$ cat config.mk
export PLATFORM = sky130hd
export DESIGN_NAME = video_out_top
export DESIGN_NICKNAME = d
export VERILOG_FILES = /design/src/hdl/video_pkg.sv /design/src/hdl/param_keys.sv /design/src/hdl/periph_reset_gen.sv /design/src/hdl/rgb565_expand.sv /design/src/hdl/video_out_top.sv /design/src/hdl/video_timing_gen.sv /design/src/hdl/vsync_delay.sv
export VERILOG_INCLUDE_DIRS = /design/src /design/src/hdl
export SDC_FILE = /design/constraint.sdc
export NUM_CORES = 1
export LEC_CHECK = 0
export BUFFER_PORTS_ARGS = -buffer_cell sky130_fd_sc_hd__clkbuf_2
export CAP_MARGIN = 5
export CORE_MARGIN = 5
export CORE_UTILIZATION = 50
export CTS_CLUSTER_SIZE = 8
export DETAILED_ROUTE_END_ITERATION = 8
export GPL_ROUTABILITY_DRIVEN = 0
export GPL_TIMING_DRIVEN = 0
export PLACE_DENSITY = 0.67
export SYNTH_ARGS = -nofsm -noshare
export SYNTH_HDL_FRONTEND = slang
export SYNTH_HIERARCHICAL = 1
export SYNTH_SLANG_ARGS = --single-unit
$ cat constraint.sdc
create_clock -name clk_50m -period 2.4 [get_ports clk_50m]
set_clock_uncertainty 0.15 [all_clocks]
set_input_delay 0 -clock clk_50m [delete_from_list [all_inputs] [get_ports clk_50m]]
set_output_delay 0 -clock clk_50m [all_outputs]
set_load 0.005 [all_outputs]
$ cat src/hdl/video_params.svh
`ifndef VIDEO_PARAMS_SVH
`define VIDEO_PARAMS_SVH

// --------------------
// horizontal timing in pixel clocks
// 720p panel uses 1280 / 110 / 40 / 220 / 1650
// --------------------
`define H_ACT       16    // visible pixels per line
`define H_FP        2     // front porch after active
`define H_SYNC      3     // hsync pulse width
`define H_BP        4     // back porch before active
`define H_TOTAL     25    // whole line length

// --------------------
// vertical timing in lines
// 720p panel uses 720 / 5 / 5 / 20 / 750
// --------------------
`define V_ACT       6     // visible lines per frame
`define V_FP        1     // lines after active
`define V_SYNC      2     // vsync pulse in lines
`define V_BP        2     // lines before active
`define V_TOTAL     11    // whole frame length

// --------------------
// delays and key control
// --------------------
`define RESET_DELAY 20    // lock to release count, 10000 on the board
`define VS_DELAY    40    // filter latency in cycles, 2560 on the board
`define PARAM_COUNT 10    // selectable parameter slots

`endif

$ cat src/hdl/video_pkg.sv
`default_nettype none

package video_pkg;

  // horizontal phase, in line order
  typedef enum logic [1:0] {
    HP_SYNC,
    HP_BACK,
    HP_ACTIVE,
    HP_FRONT
  } hphase_t;

  // decoded key action
  typedef enum logic [1:0] {
    KEY_NONE,
    KEY_PREV,
    KEY_NEXT,
    KEY_RESTORE
  } key_cmd_t;

  typedef logic [15:0] rgb565_t;     // r[15:11] g[10:5] b[4:0]
  typedef logic [7:0]  chan8_t;      // one output colour channel
  typedef logic [3:0]  param_idx_t;  // selected parameter slot
  typedef logic [11:0] hcount_t;
  typedef logic [11:0] vcount_t;

endpackage

`default_nettype wire

$ cat src/hdl/param_keys.sv
`timescale 1ns/1ps
`default_nettype none
`include "video_params.svh"

module param_keys
  import video_pkg::*;
(
  input  logic       clk_50m,
  input  logic       locked,
  input  logic       key_left,
  input  logic       key_right,
  input  logic       key_restore,
  output param_idx_t led_index
);

  localparam param_idx_t IDX_LAST  = param_idx_t'(`PARAM_COUNT - 1);
  localparam param_idx_t IDX_COUNT = param_idx_t'(`PARAM_COUNT);

  // bit order is {restore, right, left}
  logic [2:0] key_meta;
  logic [2:0] key_sync;
  logic [2:0] key_last;
  logic [2:0] key_rise;
  key_cmd_t   cmd;

  // --------------------
  // synchronize and find rising edges
  // --------------------
  always_ff @(posedge clk_50m or negedge locked) begin
    if (!locked) begin
      key_meta <= '0;
      key_sync <= '0;
      key_last <= '0;
    end else begin
      key_meta <= {key_restore, key_right, key_left};
      key_sync <= key_meta;
      key_last <= key_sync;
    end
  end

  assign key_rise = key_sync & ~key_last;

  // restore beats everything, left with right cancels out
  always_comb begin
    cmd = KEY_NONE;
    if (key_rise[2]) begin
      cmd = KEY_RESTORE;
    end else if (key_rise[1] && !key_rise[0]) begin
      cmd = KEY_NEXT;
    end else if (key_rise[0] && !key_rise[1]) begin
      cmd = KEY_PREV;
    end
  end

  // --------------------
  // wrapping index
  // --------------------
  always_ff @(posedge clk_50m or negedge locked) begin
    if (!locked) begin
      led_index <= '0;
    end else begin
      case (cmd)
        KEY_RESTORE: led_index <= '0;
        KEY_NEXT:    led_index <= (led_index == IDX_LAST) ? '0 : led_index + 1'b1;
        KEY_PREV:    led_index <= (led_index == '0) ? IDX_LAST : led_index - 1'b1;
        default:     led_index <= led_index;
      endcase
    end
  end

  a_index_range: assert property (
    @(posedge clk_50m) disable iff (!locked)
    led_index < IDX_COUNT
  ) else $error("led_index out of range");

endmodule

`default_nettype wire

$ cat src/hdl/periph_reset_gen.sv
`timescale 1ns/1ps
`default_nettype none
`include "video_params.svh"

module periph_reset_gen (
  input  logic clk_50m,
  input  logic locked,
  output logic periph_rstn
);

  localparam int CNT_W = $clog2(`RESET_DELAY + 1);
  localparam logic [CNT_W-1:0] CNT_DONE = CNT_W'(`RESET_DELAY);

  logic [CNT_W-1:0] dly_cnt;  // cycles since lock
  logic             rst_ready;

  // counter stops at the end value so the release holds
  always_ff @(posedge clk_50m or negedge locked) begin
    if (!locked) begin
      dly_cnt   <= '0;
      rst_ready <= 1'b0;
    end else if (dly_cnt == CNT_DONE) begin
      rst_ready <= 1'b1;
    end else begin
      dly_cnt   <= dly_cnt + 1'b1;
      rst_ready <= 1'b0;
    end
  end

  // one more stage before the reset leaves the block
  always_ff @(posedge clk_50m or negedge locked) begin
    if (!locked) begin
      periph_rstn <= 1'b0;
    end else begin
      periph_rstn <= rst_ready;
    end
  end

  // once released, the peripherals stay out of reset
  a_rstn_holds: assert property (
    @(posedge clk_50m) disable iff (!locked)
    periph_rstn |=> periph_rstn
  ) else $error("periph_rstn dropped while locked");

endmodule

`default_nettype wire

$ cat src/hdl/rgb565_expand.sv
`timescale 1ns/1ps
`default_nettype none

module rgb565_expand
  import video_pkg::*;
(
  input  logic    clk_50m,
  input  logic    locked,
  input  logic    periph_rstn,
  input  logic    raw_hs,
  input  logic    raw_vs,
  input  logic    raw_de,
  input  rgb565_t pixel_data,
  output logic    hs_out,
  output logic    vs_out,
  output logic    de_out,
  output chan8_t  r_out,
  output chan8_t  g_out,
  output chan8_t  b_out
);

  // syncs take the same single stage as the pixel
  always_ff @(posedge clk_50m or negedge locked) begin
    if (!locked) begin
      hs_out <= 1'b0;
      vs_out <= 1'b0;
      de_out <= 1'b0;
    end else if (!periph_rstn) begin
      hs_out <= 1'b0;
      vs_out <= 1'b0;
      de_out <= 1'b0;
    end else begin
      hs_out <= raw_hs;
      vs_out <= raw_vs;
      de_out <= raw_de;
    end
  end

  // top bits refill the low end so full scale maps to 8'hff
  always_ff @(posedge clk_50m) begin
    if (periph_rstn && raw_de) begin
      r_out <= {pixel_data[15:11], pixel_data[15:13]};
      g_out <= {pixel_data[10:5], pixel_data[10:9]};
      b_out <= {pixel_data[4:0], pixel_data[4:2]};
    end else begin
      r_out <= '0;  // black in blanking
      g_out <= '0;
      b_out <= '0;
    end
  end

endmodule

`default_nettype wire

$ cat src/hdl/video_out_top.sv
`timescale 1ns/1ps
`default_nettype none

module video_out_top
  import video_pkg::*;
(
  input  logic       clk_50m,
  input  logic       locked,       // pll lock, active low reset
  input  logic       cam_vs,
  input  rgb565_t    pixel_data,   // valid the cycle after pixel_rd
  input  logic       key_left,
  input  logic       key_right,
  input  logic       key_restore,
  output logic       periph_rstn,
  output logic       frame_vs,
  output logic       pixel_rd,
  output logic       hs_out,
  output logic       vs_out,
  output logic       de_out,
  output chan8_t     r_out,
  output chan8_t     g_out,
  output chan8_t     b_out,
  output param_idx_t led_index
);

  logic raw_hs;
  logic raw_vs;
  logic raw_de;

  // --------------------
  // reset and write side
  // --------------------
  periph_reset_gen u_periph_reset_gen (
    .clk_50m     (clk_50m),
    .locked      (locked),
    .periph_rstn (periph_rstn)
  );

  vsync_delay u_vsync_delay (
    .clk_50m     (clk_50m),
    .locked      (locked),
    .periph_rstn (periph_rstn),
    .cam_vs      (cam_vs),
    .frame_vs    (frame_vs)
  );

  // --------------------
  // display output
  // --------------------
  video_timing_gen u_video_timing_gen (
    .clk_50m     (clk_50m),
    .locked      (locked),
    .periph_rstn (periph_rstn),
    .pixel_rd    (pixel_rd),
    .raw_hs      (raw_hs),
    .raw_vs      (raw_vs),
    .raw_de      (raw_de)
  );

  rgb565_expand u_rgb565_expand (
    .clk_50m     (clk_50m),
    .locked      (locked),
    .periph_rstn (periph_rstn),
    .raw_hs      (raw_hs),
    .raw_vs      (raw_vs),
    .raw_de      (raw_de),
    .pixel_data  (pixel_data),
    .hs_out      (hs_out),
    .vs_out      (vs_out),
    .de_out      (de_out),
    .r_out       (r_out),
    .g_out       (g_out),
    .b_out       (b_out)
  );

  param_keys u_param_keys (
    .clk_50m     (clk_50m),
    .locked      (locked),
    .key_left    (key_left),
    .key_right   (key_right),
    .key_restore (key_restore),
    .led_index   (led_index)
  );

endmodule

`default_nettype wire

$ cat src/hdl/video_timing_gen.sv
`timescale 1ns/1ps
`default_nettype none
`include "video_params.svh"

module video_timing_gen
  import video_pkg::*;
(
  input  logic clk_50m,
  input  logic locked,
  input  logic periph_rstn,
  output logic pixel_rd,
  output logic raw_hs,
  output logic raw_vs,
  output logic raw_de
);

  // last count of each horizontal phase
  localparam hcount_t H_SYNC_END = hcount_t'(`H_SYNC - 1);
  localparam hcount_t H_BP_END   = hcount_t'(`H_SYNC + `H_BP - 1);
  localparam hcount_t H_ACT_END  = hcount_t'(`H_SYNC + `H_BP + `H_ACT - 1);
  localparam hcount_t H_LAST     = hcount_t'(`H_TOTAL - 1);

  localparam vcount_t V_SYNC_END  = vcount_t'(`V_SYNC);
  localparam vcount_t V_ACT_START = vcount_t'(`V_SYNC + `V_BP);
  localparam vcount_t V_ACT_STOP  = vcount_t'(`V_SYNC + `V_BP + `V_ACT);
  localparam vcount_t V_LAST      = vcount_t'(`V_TOTAL - 1);

  hcount_t hcnt;
  vcount_t vcnt;
  hphase_t hphase;      // phase of the current hcnt
  hphase_t hphase_nxt;  // phase of the next hcnt
  logic    line_end;
  logic    v_active;

  assign line_end = (hcnt == H_LAST);
  assign v_active = (vcnt >= V_ACT_START) && (vcnt < V_ACT_STOP);

  // --------------------
  // horizontal phase sequence
  // --------------------
  always_comb begin
    hphase_nxt = hphase;
    case (hphase)
      HP_SYNC: begin
        if (hcnt == H_SYNC_END) hphase_nxt = HP_BACK;
      end
      HP_BACK: begin
        if (hcnt == H_BP_END) hphase_nxt = HP_ACTIVE;
      end
      HP_ACTIVE: begin
        if (hcnt == H_ACT_END) hphase_nxt = HP_FRONT;
      end
      HP_FRONT: begin
        if (line_end) hphase_nxt = HP_SYNC;
      end
      default: hphase_nxt = HP_SYNC;
    endcase
  end

  // --------------------
  // counters and registered outputs
  // --------------------
  always_ff @(posedge clk_50m or negedge locked) begin
    if (!locked) begin
      hcnt     <= '0;
      vcnt     <= '0;
      hphase   <= HP_SYNC;
      raw_hs   <= 1'b0;
      raw_vs   <= 1'b0;
      raw_de   <= 1'b0;
      pixel_rd <= 1'b0;
    end else if (!periph_rstn) begin
      hcnt     <= '0;
      vcnt     <= '0;
      hphase   <= HP_SYNC;
      raw_hs   <= 1'b0;
      raw_vs   <= 1'b0;
      raw_de   <= 1'b0;
      pixel_rd <= 1'b0;
    end else begin
      hphase <= hphase_nxt;
      if (line_end) begin
        hcnt <= '0;
        vcnt <= (vcnt == V_LAST) ? '0 : vcnt + 1'b1;
      end else begin
        hcnt <= hcnt + 1'b1;
      end
      raw_hs   <= (hcnt <= H_SYNC_END);
      raw_vs   <= (vcnt < V_SYNC_END);                 // whole lines
      raw_de   <= (hphase == HP_ACTIVE) && v_active;
      pixel_rd <= (hphase_nxt == HP_ACTIVE) && v_active; // one pixel early
    end
  end

  a_de_not_hs: assert property (
    @(posedge clk_50m) disable iff (!locked)
    !(raw_de && raw_hs)
  ) else $error("raw_de high during hsync");

  // the source relies on every read being consumed in the next cycle
  a_rd_then_de: assert property (
    @(posedge clk_50m) disable iff (!locked || !periph_rstn)
    pixel_rd |=> raw_de
  ) else $error("pixel_rd not followed by raw_de");

endmodule

`default_nettype wire

$ cat src/hdl/vsync_delay.sv
`timescale 1ns/1ps
`default_nettype none
`include "video_params.svh"

module vsync_delay (
  input  logic clk_50m,
  input  logic locked,
  input  logic periph_rstn,
  input  logic cam_vs,
  output logic frame_vs
);

  localparam int CNT_W = $clog2(`VS_DELAY);
  // edge is seen one cycle after sampling, output flips one cycle after count 1
  localparam logic [CNT_W-1:0] CNT_LOAD = CNT_W'(`VS_DELAY - 1);
  localparam logic [CNT_W-1:0] CNT_FIRE = CNT_W'(1);

  logic             vs_ff0;
  logic             vs_ff1;
  logic             vs_rise;
  logic             vs_fall;
  logic [CNT_W-1:0] rise_cnt;  // time left until frame_vs rises
  logic [CNT_W-1:0] fall_cnt;  // time left until frame_vs falls

  // --------------------
  // input sampling
  // --------------------
  always_ff @(posedge clk_50m or negedge locked) begin
    if (!locked) begin
      vs_ff0 <= 1'b0;
      vs_ff1 <= 1'b0;
    end else begin
      vs_ff0 <= cam_vs;
      vs_ff1 <= vs_ff0;
    end
  end

  assign vs_rise = vs_ff0 & ~vs_ff1;
  assign vs_fall = ~vs_ff0 & vs_ff1;

  // --------------------
  // one down-counter per edge direction
  // --------------------
  always_ff @(posedge clk_50m or negedge locked) begin
    if (!locked) begin
      rise_cnt <= '0;
      fall_cnt <= '0;
    end else if (!periph_rstn) begin
      rise_cnt <= '0;
      fall_cnt <= '0;
    end else begin
      if (vs_rise) begin
        rise_cnt <= CNT_LOAD;
      end else if (rise_cnt != '0) begin
        rise_cnt <= rise_cnt - 1'b1;
      end
      if (vs_fall) begin
        fall_cnt <= CNT_LOAD;
      end else if (fall_cnt != '0) begin
        fall_cnt <= fall_cnt - 1'b1;
      end
    end
  end

  always_ff @(posedge clk_50m or negedge locked) begin
    if (!locked) begin
      frame_vs <= 1'b0;
    end else if (!periph_rstn) begin
      frame_vs <= 1'b0;
    end else if (rise_cnt == CNT_FIRE) begin
      frame_vs <= 1'b1;
    end else if (fall_cnt == CNT_FIRE) begin
      frame_vs <= 1'b0;
    end
  end

  // same-direction edges closer than the delay would be lost
  a_no_reload: assert property (
    @(posedge clk_50m) disable iff (!locked || !periph_rstn)
    !(vs_rise && rise_cnt != '0) && !(vs_fall && fall_cnt != '0)
  ) else $error("vsync edge arrived while its delay counter was running");

endmodule

`default_nettype wire

### Yosys cells after proc, flatten, opt, wreduce, memory -nomap -nowiden

Index checks and enable logic that the tools add are counted.

| word-level totals | value |
|---|---|
| flip-flop bits (word level) | 92 |
| input port bits | 22 |

| operators by class | value |
|---|---|
| add/sub/neg operators | 7 |
| magnitude comparators | 4 |
| equal/unequal tests | 20 |
| muxes and demuxes | 34 |
| bitwise logic cells | 6 |
| reductions and logical operators | 13 |

Operators by type and width:

| operator | count |
|---|---|
| 2-to-1 mux 12 bit | 5 |
| 2-to-1 mux 6 bit | 6 |
| adder 12 x 1 -> 12 bit (second input constant) | 2 |
| == test 12 x 5 -> 1 bit (second input constant) | 2 |
| 2-to-1 mux 2 bit | 7 |
| == test 12 x 2 -> 1 bit (second input constant) | 1 |
| == test 12 x 3 -> 1 bit (second input constant) | 1 |
| == test 12 x 4 -> 1 bit (second input constant) | 1 |
| == test 6 x 1 -> 1 bit (second input constant) | 2 |
| >= comparator 12 x 3 -> 1 bit (second input constant) | 1 |
| less-or-equal comparator 12 x 2 -> 1 bit (second input constant) | 1 |
| < comparator 12 x 2 -> 1 bit (second input constant) | 1 |
| < comparator 12 x 4 -> 1 bit (second input constant) | 1 |
| 2-to-1 mux 1 bit | 12 |
| one-hot mux 4 bit (3 select lines) | 1 |
| nonzero test 6 bit | 2 |
| subtractor 6 x 1 -> 6 bit (second input constant) | 2 |
| == test 2 bit (second input constant) | 5 |
| != test 3 x 1 -> 1 bit (second input constant) | 3 |
| 2-to-1 mux 4 bit | 2 |
| one-hot mux 2 bit (4 select lines) | 1 |
| logical AND 1 bit | 6 |
| adder 5 x 1 -> 5 bit (second input constant) | 1 |
| == test 5 bit (second input constant) | 1 |
| other kinds (13) | 17 |

### Longest topological paths before layout

| logic depth | value |
|---|---|
| word-level depth | 9 |
| mapped depth | 8 |
| depth with buffers taken out | 8 |

### Cells and area by module

Netlist, hierarchy kept.

By module, submodules not included:

| module | instances | cells each | area an instance (um^2) | sequential area each (um^2) |
|---|---|---|---|---|
| video_timing_gen | 1 | 184 | 1,704.1 | 750.7 |
| vsync_delay | 1 | 85 | 827.0 | 375.4 |
| param_keys | 1 | 66 | 678.2 | 325.3 |
| rgb565_expand | 1 | 48 | 605.6 | 395.4 |
| periph_reset_gen | 1 | 24 | 316.6 | 175.2 |

### Worst setup path before layout

OpenSTA, ideal clock, no wires.

| path | value |
|---|---|
| path type | register to register |
| from | register u_param_keys.key_sync[0] |
| to | register u_param_keys.led_index[0] |
| arrival | 1.606 ns |
| data required time | 2.163 ns |
| setup slack | 0.558 ns |
| stages on the path, launching flop included | 9 |
| buffers on the path | 0 |
| path through | dfrtp_1 -> nor2b_1 -> o21ai_0 -> inv_1 -> ha_1 -> or2_2 -> nor2_1 -> o21ai_0 -> o211ai_1 |

| on the way | value |
|---|---|
| longest elaborated chain between the ends | 7 |

RTL lines:

| item | RTL line | text |
|---|---|---|
| from (decl) | param_keys.sv:21 | `logic [2:0] key_sync;` |
| from (signal assigned) | param_keys.sv:36 | `key_sync <= key_meta;` |
| bitwise AND 3 bit * | param_keys.sv:41 | `assign key_rise = key_sync & ~key_last;` |
| logical AND 1 bit or zero test 1 bit (tied branches) | param_keys.sv:50, param_keys.sv:48 |  |
| 2-to-1 mux 1 bit or logical AND 1 bit (tied branches) | param_keys.sv:50, param_keys.sv:48 |  |
| 2-to-1 mux 2 bit * | param_keys.sv:48 | `end else if (key_rise[1] && !key_rise[0]) begin` |
| 2-to-1 mux 2 bit * | param_keys.sv:46 | `if (key_rise[2]) begin` |
| == test 2 x 1 -> 1 bit or == test 2 bit (tied branches) | param_keys.sv:62 | `case (cmd)` |
| one-hot mux 4 bit (3 select lines) or nonzero test 3 bit (tied branches) | -- |  |
| to (signal assigned) | param_keys.sv:64 | `KEY_NEXT: led_index <= (led_index == IDX_LAST) ? '0 : led_index + 1'b1;` |
| to (signal assigned) | param_keys.sv:65 | `KEY_PREV: led_index <= (led_index == '0) ? IDX_LAST : led_index - 1'b1;` |
| to (signal assigned) | param_keys.sv:66 | `default: led_index <= led_index;` |
| to (decl) | param_keys.sv:13 | `output param_idx_t led_index` |

Every way passes the cells marked *; elsewhere a longest branch is shown, timed or not.
A chain may end at the register's enable or synchronous reset.

### Worst setup path in the final report

| path | value |
|---|---|
| from | register u_video_timing_gen.vcnt[8] |
| to | register u_video_timing_gen.vcnt[11] |

| on the way | value |
|---|---|
| longest elaborated chain between the ends | 4 |

RTL lines:

| item | RTL line | text |
|---|---|---|
| from (decl) | video_timing_gen.sv:29 | `vcount_t vcnt;` |
| from (signal assigned) | video_timing_gen.sv:84 | `vcnt <= (vcnt == V_LAST) ? '0 : vcnt + 1'b1;` |
| adder 12 x 1 -> 12 bit or == test 12 x 4 -> 1 bit (tied branches) | video_timing_gen.sv:84 |  |
| 2-to-1 mux 12 bit * | video_timing_gen.sv:84 |  |
| 2-to-1 mux 12 bit * | video_timing_gen.sv:82 | `if (line_end) begin` |
| 2-to-1 mux 12 bit * | video_timing_gen.sv:72 | `end else if (!periph_rstn) begin` |

Every way passes the cells marked *; elsewhere a longest branch is shown, timed or not. The select of a mux whose other input is x is not followed.

==> flow_metrics.py <==
metrics = {
    "pwr": {
        "powerDensity_mw_per_mm2": 645.6,
        "p_leak_uw": 0.002357,
        "ir_drop_v": 0.0003353,
    },
    "clock_tree": {
        "cts_sinks": 84,
        "worstSkewPairLatency_ns": 0.35,
        "post_cts_buffers": 0,
        "cts_buffers": 9,
        "clockBufferDepth": 2,
        "ctsResizeCount": 0,
        "clk_pin_slew_worst_paths_ns": 0.08,
        "cts_root_buffer": "clkbuf_8",
        "cts_tree": "done",
        "htreeDepth": 3,
    },
    "cells_and_area": {
        "syn2layout_area_growth_pct": 20.68,
        "layout_commonest_cell": "dfrtp_1",
        "final-instance-count-excl-fill": 604,
        "final_cell_mix": "dfrtp_1, clkbuf_2, nand2_1",
        "fin_nets": 537,
        "drive_above_1_share_pct": 22.24,
        "nFillCells": 686,
        "diodes": 0,
        "utilization_pct": 61.30,
    },
    "synth": {
        "ys_top_cells_by_area": "dfrtp_1, dfxtp_1, ha_1, a21oi_1, nand2_1",
        "post-synth-top-area-fraction_pct": 41.19,
        "seq_area_frac_synth_pct": 48.94,
        "synth_edf_count": 0,
        "yosysWarnings": 6,
        "synth_ff_type": "dfrtp_1",
        "async_reset_ff_share_pct": 80.95,
        "yosysTopAreaCell": "dfrtp_1",
        "synthXorXnorAreaFrac_pct": 2.756,
        "ys_ff_latch": 84,
        "syn_area_mm2": 0.004131,
        "syn_inst": 407,
        "synth_mux_area_share_pct": 0.8783,
        "synthAdderAreaFrac_pct": 6.057,
        "synth_compound_area_share_pct": 12.14,
        "yosys.area_share.simple_pct": 23.74,
        "synthesis.nets": 449,
        "synth_top_family_by_area": "simple AND/OR/NAND/NOR gates",
        "ys_types": 68,
        "syn_avg_cell_area_um2": 10.15,
    },
    "global_route": {
        "antenna_found_initial": 0,
        "grt_overflow": 0,
        "grt_usage_pct": 18.38,
        "grt_start_max_net_pins": 40,
        "grt_pass1_vias": 3231,
        "grt_first_pass_wirelength_um": 15000,
    },
    "detailed_routing": {
        "dr.pass1.iters": 4,
        "wl_per_cell_um": 14.66,
        "viasPerCell": 5.477,
        "vias": 3308,
        "dr_wl_met3_um": 415,
        "drt_first_iter_violations": 222,
        "drc": 0,
        "wl_met2_um": 4318,
        "routed.top_layer": "met4",
        "routed_wl_um": 8852,
        "m1WireLength_um": 3994,
        "drtAntennaViolNets": 0,
    },
    "timing": {
        "min_period_ns": 2.042,
        "final_max_slew_viol_count": 0,
        "rsz0062_at_grt": "no",
        "fin_crit_sh_pct": 85.10,
        "fmax_mhz": 489.6,
        "setup_viol": 0,
        "relSlewSlack_pct": 44.06,
        "tightest_slew_ns": 0.8390,
        "hold_viol": 0,
        "fin_setup_tns_ns": 0,
    },
    "run_status": {
        "outcome": "finished, final reports clean",
    },
    "worst_setup_path": {
        "critPathArrivalTime_ns": 2.13,
        "crit_type": "register to register",
        "worstSetupEndpointType": "register",
        "cp.required_ns": 2.48,
        "critical_path_peak_fanout": 10,
        "r2r_setup_slack_ns": 0.36,
        "startpoint_type": "register",
    },
    "floorplan": {
        "rows": 33,
        "start_util_pct": 50.79,
        "die_x_um": 100.9,
        "io_pins": 56,
        "core-area_mm2": 0.008134,
        "die-area_mm2": 0.01018,
        "die_h_um": 100.9,
    },
    "job": {
        "drv_cap": 0,
    },
    "place": {
        "dp.cells": 568,
        "io_buffers": 55,
        "dpl.hpwl_um": 6010,
    },
    "min_path": {
        "min_path_type": "primary input to async pin",
    },
}
==> final cells by class <==
class | count | area [um2] | share of cell area [%]
sequential | 84 | 2022 | 40.55
inverter | 24 | 90.09 | 1.807
tap | 105 | 131.4 | 2.635
multi-input combinational | 276 | 1883 | 37.77
clock inverter | 4 | 73.82 | 1.481
clock buffer | 11 | 141.4 | 2.836
buffer | 23 | 136.4 | 2.735
timing repair buffer | 77 | 508.0 | 10.19
==> critical path, stage by stage (launching register included) <==
cell	delay (ns)
dfrtp_1	0.42
nor4_1	0.49
nand3_1	0.32
buf_2	0.28
a21oi_1	0.16
o22ai_1	0.11
==> kinds of logic (layout without fill, tap and decap cells) <==
logic type / count (synthesis) / count (layout)
adders and majority gates: 20 / 20
and+or+nand+nor: 165 / 165
buffers and inverters: 47 / 139
xor gates and xnor gates: 13 / 13
DFF: 84 / 84
AOI/OAI and AO/OA: 75 / 75
muxes: 3 / 3
==> cells in the mapped netlist, drive strengths merged (5+ instances only) <==
cell / instances
a21oi: 21
buf: 17
a31oi: 5
nor4: 9
nand4: 6
dfxtp: 16
nor2b: 5
and3: 24
inv: 24
nand3: 20
or3: 6
nand2b: 10
nor3: 5
nor2: 23
and2: 8
dfrtp: 68
nand2: 29
xnor2: 9
clkbuf: 6
ha: 20
o21ai: 13
==> per-stage QoR <==
step	hold slack [ns]	setup slack, ns	cell area, um2	power [uW]
6_report	0.005869	0.3576	4986	3219
4_1_cts	0.007750	0.3533	4986	3259
3_5_place_dp	-0.1506	0.3853	4561	2126
3_3_place_gp	-0.03917	0.3546	4538	2101
2_1_floorplan	-0.4456	0.5577	4131	1968
5_1_grt	0.03809	0.1741	4986	3406
==> repair_timing <==
item / in CTS / in global routing
endpoints found under the setup margin: 0 / 0
hold buffers: 21 / 0
hold endpoints to repair: 88 / 0
==> per-layer routing <==
| metal | vias up | GRT usage (%) |
|---|---|---|
| li1 | 1630 | - |
| met1 | 1591 | 23.18 |
| met2 | 78 | 30.78 |
| met3 | 9 | 5.052 |
| met4 | 0 | 5.521 |
| met5 | - | 0 |
==> sequential cells by signal, summed over array words and instances, names as in the netlist, 2 cells and up <==
register,cells
u_param_keys/key_meta,3
u_param_keys/led_index,4
u_video_timing_gen/hcnt,12
u_vsync_delay/fall_cnt,6
u_rgb565_expand/g_out,6
u_rgb565_expand/r_out,5
u_param_keys/key_last,3
u_rgb565_expand/b_out,5
u_video_timing_gen/vcnt,12
u_periph_reset_gen/dly_cnt,5
u_video_timing_gen/hphase,2
u_vsync_delay/rise_cnt,6
u_param_keys/key_sync,3
==> path summary, 6_finish.rpt <==
kind | from | endpoint | depth (start not counted)
max reg2reg | u_video_timing_gen/vcnt[8]$_DFFE_PN0P_ | u_video_timing_gen/vcnt[11]$_DFFE_PN0P_ | 5
max | u_video_timing_gen/vcnt[8]$_DFFE_PN0P_ | u_video_timing_gen/vcnt[11]$_DFFE_PN0P_ | 5
min reg2reg | u_periph_reset_gen/rst_ready$_DFF_PN0_ | u_periph_reset_gen/periph_rstn$_DFF_PN0_ | 0
min in group clk_50m | key_right | u_param_keys/key_meta[1]$_DFF_PN0_ | 2
min | locked | u_video_timing_gen/vcnt[1]$_DFFE_PN0P_ | 2
max in group asynchronous | locked | u_video_timing_gen/hcnt[7]$_DFF_PN0_ | 3
==> where the power goes <==
| part | switching [uW] | internal [uW] |
|---|---|---|
| Combinational | 269 | 241 |
| Sequential | 114 | 1510 |
| Clock | 477 | 609 |
| Total | 860 | 2360 |
Power figures use the tool's default switching activity.
